[src/source/tq_defines.svh]
// sizing of the cache transaction queue, included by the packages, the RTL and the bench
`ifndef TQ_DEFINES_SVH
`define TQ_DEFINES_SVH

// ==================================================
// queue and line geometry
// ==================================================
`define TQ_NUM_ENTRY    4       // transaction queue entries
`define TQ_WORD_W       32      // core data word
`define TQ_WORDS_IN_CL  4       // words per cache line

// ==================================================
// address fields, msb to lsb: line address, word offset, byte offset
// ==================================================
`define TQ_ADDR_W       20      // byte address
`define TQ_REG_ID_W     5       // core destination register
`define TQ_BYTE_OFS_W   2       // byte within a word
`define TQ_WORD_OFS_W   2       // word within a line

`endif
[src/source/tq_pkg.sv]
// types private to the transaction queue: entry id, entry state and word mask
package tq_pkg;

`include "tq_defines.svh"

typedef logic [$clog2(`TQ_NUM_ENTRY)-1:0] t_tq_id;
typedef logic [`TQ_WORDS_IN_CL-1:0]       t_word_mask;  // one modified bit per word

// entry life cycle
typedef enum logic [1:0] {
    S_IDLE          = 2'd0,   // free
    S_LU_CORE       = 2'd1,   // core lookup in the pipe
    S_MB_WAIT_FILL  = 2'd2,   // missed, waiting for far memory
    S_MB_FILL_READY = 2'd3    // line merged, waiting for the lookup port
} t_tq_state;

// index of the lowest set bit, zero when none is set
function automatic t_tq_id first_one(input logic [`TQ_NUM_ENTRY-1:0] vec);
    t_tq_id idx;
    idx = '0;
    for (int i = `TQ_NUM_ENTRY-1; i >= 0; i--) begin
        if (vec[i]) begin
            idx = t_tq_id'(i);
        end
    end
    return idx;
endfunction

endpackage

[src/source/cache_types_pkg.sv]
// cache-wide data, address and opcode types, imported by every block that touches a request
package cache_types_pkg;

`include "tq_defines.svh"

typedef logic [`TQ_WORD_W-1:0]                    t_word;
typedef logic [`TQ_WORD_W*`TQ_WORDS_IN_CL-1:0]    t_cl;        // full line
typedef logic [`TQ_ADDR_W-1:0]                    t_address;   // byte address
typedef logic [`TQ_ADDR_W-`TQ_WORD_OFS_W-`TQ_BYTE_OFS_W-1:0] t_cl_address; // tag + set
typedef logic [`TQ_WORD_OFS_W-1:0]                t_word_offset;
typedef logic [`TQ_REG_ID_W-1:0]                  t_reg_id;

typedef enum logic {
    RD_OP = 1'b0,
    WR_OP = 1'b1
} t_core_op;

// lookup kind on the pipe port
typedef enum logic [1:0] {
    NO_LU   = 2'd0,
    RD_LU   = 2'd1,
    WR_LU   = 2'd2,
    FILL_LU = 2'd3
} t_lu_op;

// pipe verdict
typedef enum logic [1:0] {
    HIT  = 2'd0,
    MISS = 2'd1,
    FILL = 2'd2      // answer to a fill lookup
} t_lu_result;

// line address part of a byte address
function automatic t_cl_address addr_cl(input t_address addr);
    return addr[`TQ_ADDR_W-1:`TQ_WORD_OFS_W+`TQ_BYTE_OFS_W];
endfunction

function automatic t_word_offset addr_word(input t_address addr);
    return addr[`TQ_BYTE_OFS_W +: `TQ_WORD_OFS_W];
endfunction

// word w of a line, word 0 in the low bits
function automatic t_word cl_word(input t_cl line, input t_word_offset w);
    return line[w*`TQ_WORD_W +: `TQ_WORD_W];
endfunction

endpackage

[src/source/tq_pipe_port.sv]
// lookup port arbiter of the transaction queue and decoder of pipe responses into core responses
`timescale 1ns/10ps

module tq_pipe_port
    import cache_types_pkg::*;
    import tq_pkg::*;
(
    // core lookup source
    input  t_core_op   core_req_opcode,
    input  t_address   core_req_address,
    input  t_word      core_req_data,
    input  t_reg_id    core_req_reg_id,
    input  logic       core_take,
    input  t_tq_id     core_tq_id,
    input  logic       core_mb_hit,
    // fill lookup source
    input  logic       fill_ready,
    input  t_tq_id     fill_tq_id,
    input  t_address   fill_address,
    input  logic       fill_rd_ind,
    input  logic       fill_wr_ind,
    input  t_reg_id    fill_reg_id,
    input  t_cl        fill_line,
    // pipe response
    input  logic       lu_rsp_valid,
    input  t_lu_op     lu_rsp_op,
    input  t_lu_result lu_rsp_result,
    input  t_address   lu_rsp_address,
    input  t_cl        lu_rsp_cl_data,
    input  logic       lu_rsp_rd_ind,
    input  t_reg_id    lu_rsp_reg_id,
    output logic       fill_grant,
    // pipe lookup request
    output logic       lu_req_valid,
    output t_lu_op     lu_req_op,
    output t_address   lu_req_address,
    output t_cl        lu_req_cl_data,
    output t_word      lu_req_data,
    output t_tq_id     lu_req_tq_id,
    output logic       lu_req_rd_ind,
    output logic       lu_req_wr_ind,
    output t_reg_id    lu_req_reg_id,
    output logic       lu_req_mb_hit,
    // core response
    output logic       core_rsp_valid,
    output t_word      core_rsp_data,
    output t_address   core_rsp_address,
    output t_reg_id    core_rsp_reg_id
);

logic rd_hit;
logic fill_rd;

// ==================================================
// lookup port, core first
// ==================================================
assign fill_grant = fill_ready && !core_take;   // fill only rides idle core cycles

always_comb begin
    lu_req_valid   = 1'b0;
    lu_req_op      = NO_LU;
    lu_req_address = '0;
    lu_req_cl_data = '0;
    lu_req_data    = '0;
    lu_req_tq_id   = '0;
    lu_req_rd_ind  = 1'b0;
    lu_req_wr_ind  = 1'b0;
    lu_req_reg_id  = '0;
    lu_req_mb_hit  = 1'b0;
    if (core_take) begin
        lu_req_valid   = 1'b1;
        lu_req_op      = (core_req_opcode == WR_OP) ? WR_LU : RD_LU;
        lu_req_address = core_req_address;
        lu_req_data    = core_req_data;
        lu_req_tq_id   = core_tq_id;
        lu_req_rd_ind  = (core_req_opcode == RD_OP);
        lu_req_wr_ind  = (core_req_opcode == WR_OP);
        lu_req_reg_id  = core_req_reg_id;
        lu_req_mb_hit  = core_mb_hit;           // pipe drops it, entry already holds the line
    end else if (fill_ready) begin
        lu_req_valid   = 1'b1;
        lu_req_op      = FILL_LU;
        lu_req_address = fill_address;
        lu_req_cl_data = fill_line;
        lu_req_tq_id   = fill_tq_id;
        lu_req_rd_ind  = fill_rd_ind;
        lu_req_wr_ind  = fill_wr_ind;
        lu_req_reg_id  = fill_reg_id;
    end
end

// ==================================================
// core response
// ==================================================
assign rd_hit  = lu_rsp_valid && (lu_rsp_op == RD_LU) && (lu_rsp_result == HIT);
assign fill_rd = lu_rsp_valid && (lu_rsp_op == FILL_LU) && lu_rsp_rd_ind;  // parked read

assign core_rsp_valid   = rd_hit || fill_rd;
assign core_rsp_data    = cl_word(lu_rsp_cl_data, addr_word(lu_rsp_address));
assign core_rsp_address = lu_rsp_address;
assign core_rsp_reg_id  = lu_rsp_reg_id;

endmodule

[config.mk]
export PLATFORM = sky130hd
export DESIGN_NAME = tq_pipe_port
export DESIGN_NICKNAME = d
export VERILOG_FILES = /design/src/source/tq_pkg.sv /design/src/source/cache_types_pkg.sv /design/src/source/tq_pipe_port.sv
export VERILOG_INCLUDE_DIRS = /design/src /design/src/source
export SDC_FILE = /design/constraint.sdc
export NUM_CORES = 1
export LEC_CHECK = 0
export BUFFER_PORTS_ARGS = -buffer_cell sky130_fd_sc_hd__clkbuf_2
export CORE_AREA = 2 2 249 251
export DETAILED_ROUTE_END_ITERATION = 8
export DIE_AREA = 0 0 251 253
export PLACE_DENSITY_LB_ADDON = 0.15
export SLEW_MARGIN = 20
export SYNTH_ARGS = -nofsm -noshare
export SYNTH_HDL_FRONTEND = slang
export SYNTH_SLANG_ARGS = --single-unit
[constraint.sdc]
create_clock -name vclk -period 1.2
set_input_delay 0.24 -clock vclk [all_inputs]
set_output_delay 0.24 -clock vclk [all_outputs]
set_load 0.03 [all_outputs]
Yosys cells after proc, flatten, opt, wreduce, memory -nomap -nowiden

Cells that the tools add are included.

Bits in registers: 0
Latch bits: 0
RAM bits: 0
Bits in read-only memories: 0
Input port bits: 379
Output and inout port bits: 252
Logic and storage cells: 31
Memories kept: 0

Add/sub/neg operators: 0
Multiply operators: 0
Div/mod/pow operators: 0
Order comparisons: 0
Equal/unequal tests: 2
Shift-type cells: 1
Muxes and demuxes: 19
Bitwise operators: 1
Reduce and logical (&&, ||, !) cells: 8

Operator list:

| operator             | number |
|---|---|
| $mux W128            | 2 |
| $shiftx A128 B8 Y32  | 1 |
| $mux W20             | 2 |
| $mux W32             | 1 |
| $mux W2              | 5 |
| $mux W5              | 2 |
| $mux W1              | 7 |
| $logic_and A1 B1 Y1  | 5 |
| $eq A2 B1 Y1 const B | 1 |
| $eq A2 B2 Y1 const B | 1 |
| $logic_not A2 Y1     | 1 |
| $logic_not A1 Y1     | 1 |
| $logic_or A1 B1 Y1   | 1 |
| $not A1 Y1           | 1 |

Longest topological paths before layout

Depth in word-level cells: 4
Gate-level depth with buffers: 5
Gate-level depth less buffers: 3

Worst setup path before layout

No wires, ideal clock.

Path kind: input to output
Start point: in core_take
End point: out lu_req_op[0]
Arrival time: 1.141 ns
Required time: 0.960 ns
Path slack: -0.181 ns
Stages: 3
Buffers on the path: 1
Cell sequence: buf_2 -> inv_1 -> o21ai_0

Longest elaborated chain between the ends: 1

RTL lines:

| what               | RTL line           | text |
|---|---|---|
| start: declaration | tq_pipe_port.sv:13 | `input logic core_take,` |
| $mux W2            | tq_pipe_port.sv:70 | `if (core_take) begin` |
| end: declaration   | tq_pipe_port.sv:35 | `output t_lu_op lu_req_op,` |

No other way between the ends.

Worst setup path after layout

Start point: in lu_rsp_address[2]
End point: out core_rsp_data[20]

Longest elaborated chain between the ends: 1

RTL lines:

| what                | RTL line              | text |
|---|---|---|
| start: declaration  | tq_pipe_port.sv:28    | `input t_address lu_rsp_address,` |
| $shiftx A128 B8 Y32 | cache_types_pkg.sv:44 | `` return line[w*`TQ_WORD_W +: `TQ_WORD_W]; `` |
| end: declaration    | tq_pipe_port.sv:46    | `output t_word core_rsp_data,` |

No other way between the ends.

==> impl_metrics.ini <==
[timing]
setup_slack_ns = -0.327
hold_viol_final = 0
setup_viol = 222
slew_viol_final = 0
timing.fmax_mhz = 655
period_needed_ns = 1.53
fin_crit_sh_pct = 127
tightestPinTransition_ns = 0.229
fin_tns_setup_ns = -43.65
slew_headroom_pct = 84.8
rsz0062_at_grt = yes

[power]
p_switching_mw = 1.69
p_int_mw = 1.76
p_comb_share_pct = 100.0
powerDensity_nw_per_um2 = 430
swShare_pct = 48.9
p_leak_nw = 4.09
p_seq_share_pct = 0
ir_drop_mv = 0.156
p_clk_share_pct = 0

[final_layout]
fin_nets = 1227
regArea_um2 = 0
design.seq.count = 0
nClkBuffers = 0
drive_gt1_share_pct = 94.3
synthToLayoutAreaGrowth_pct = 229
fin_cells = 1637

[drt]
vias = 4450
postRouteAntennaNets = 0
drc_errors = 0
avgRoutedWirePerCell_um = 13.7
wirelength_um = 22400
vias_per_cell = 2.72
first_pass_iters = 4
dr.first_iter.drc_count = 65

[logic_synthesis]
synth_top_area_share_pct = 41.3
ys_top_cells_by_count = and2_1 (161), mux4_2 (30), a22o_1 (29), buf_4 (29), clkbuf_2 (10)
synth.distinct_cells = 17
synth_area_per_cell_um2 = 8.43
synth.most_common_cell = and2_1
synthTopCellsByArea = and2_1 (41%), mux4_2 (28%), a22o_1 (10%), buf_4 (8.9%), buf_12 (2.5%)
ys_warn_count = 0
syn_nets = 668
yosysTopAreaCell = and2_1
syn_area_um2 = 2440
seq_area_frac_synth_pct = 0
syn-instance-count = 289

[worst_hold_path]
min_from = lu_rsp_address[10]
hold_depth = 0
min-delay-path-class = in -> out
whs_endpoint = core_rsp_address[10]

[die]
die_y_um = 253
start_util_pct = 3.99
die_w_um = 251
die-area_um2 = 63500
rows = 91
io_pins = 631
core_area_um2 = 61000

[global_route]
grt_pass1_vias = 4556
grtUsageTotal_pct = 6.18
antenna_found_initial = 3
grt_start_max_net_pins = 41
grt_remaining_overflow = 0
grt_pass1_wl_um = 29700

[worst_setup_path]
critPathCaptureType = output port
cp.arrival_ns = 1.29
cp-start-kind = input port
slowest_stage = mux4_2
cp_cell_sequence = clkbuf_16 -> buf_12 -> mux4_2 -> buf_8
cp.required_ns = 0.96
critPathKind = in -> out
cp_max_fo = 7
max_stage_delay_ns = 0.58

[place]
place.gp.congestion = 0.938
place_ws_ns = -0.446
io_buffers = 585
dp_cells = 1628
hpwl_um = 19500

[outcome]
outcome = finished with violations
violations = setup timing

[job]
drv_cap = 0

[cts]
holdBufCountCts = 0
==> logic make-up (layout without fill, tap and decap cells) <==
logic type | count (synthesis) | count (layout) | share of synthesized area [%]
other | 0 | 1 | 0
buffers and inverters | 59 | 616 | 16.6
AO/OA/AOI/OAI | 32 | 32 | 11.0
AND/OR/NAND/NOR | 166 | 166 | 42.4
multiplexers | 32 | 32 | 29.9
==> worst max-delay path by stage <==
| stage | start | end | cells after the start |
|---|---|---|---|
| 6_report | lu_rsp_address[2] | core_rsp_data[20] | 4 |
| 5_1_grt | lu_rsp_address[2] | core_rsp_data[10] | 4 |
| 4_1_cts | lu_rsp_address[2] | core_rsp_data[10] | 4 |
| 3_5_place_dp | lu_rsp_address[2] | core_rsp_data[10] | 4 |
| 3_3_place_gp | lu_rsp_address[2] | core_rsp_data[10] | 4 |
| 2_1_floorplan | core_take | lu_req_op[0] | 3 |
==> per-stage QoR <==
stage / cell area [µm²] / total power, mW / hold slack (ns) / util, %
6_report: 8020 / 3.45 / 0.480 / 13.1
4_1_cts: 7670 / 3.28 / 0.480 / 12.6
3_3_place_gp: 6570 / 2.86 / 0.480 / 10.8
3_5_place_dp: 6570 / 2.83 / 0.480 / 10.8
5_1_grt: 8020 / 3.63 / 0.480 / 13.1
2_1_floorplan: 2900 / 1.85 / 0.605 / -
==> layout make-up <==
cell class / instances / area (µm²)
tap: 790 / 988
antenna: 1 / 2.50
multi-input combinational: 230 / 2400
inverter: 3 / 23.8
timing repair buffer: 613 / 4610
fill: 7033 / 53000
==> worst max-delay path: cells and delay by family <==
kind,cells,cell delay [ns]
buffers and inverters,3,0.46
multiplexers,1,0.58
==> layout by cell type, fill, tap and decap left out, drive strengths merged <==
cell    count
o21ai       2
mux4       32
nand2b      1
buf       110
a22o       29
or3         1
inv         3
a21oi       1
diode       1
nand2       2
clkbuf    503
and2      161
or2         1
==> per-layer routing <==
metal  global-route usage (%)  vias to the layer above  part of all wire [%]
met5                        0                        -                 0.058
met4                    0.374                        2                  0.61
met3                     1.95                       10                    11
met2                     11.5                      316                    53
met1                     7.15                     2035                    35
li1                         -                     2087                     -
==> power by group through the flow <==
| stage | Sequential, mW | Combinational [mW] | Clock, mW |
|---|---|---|---|
| after floorplan | 0 | 1.85 | 0 |
| after CTS | 0 | 3.28 | 0 |
| after detailed placement | 0 | 2.83 | 0 |
| final | 0 | 3.45 | 0.000000111 |
| after global routing | 0 | 3.63 | 0.000000111 |
| after global placement | 0 | 2.86 | 0 |
==> what timing repair did <==
item	CTS	global route
resized for setup	241	184
pin swaps	7	0
cloned	3	3
buffers inserted	3	0
endpoints found under the setup margin	227	226
No activity file was read; power rests on OpenSTA's default activity.
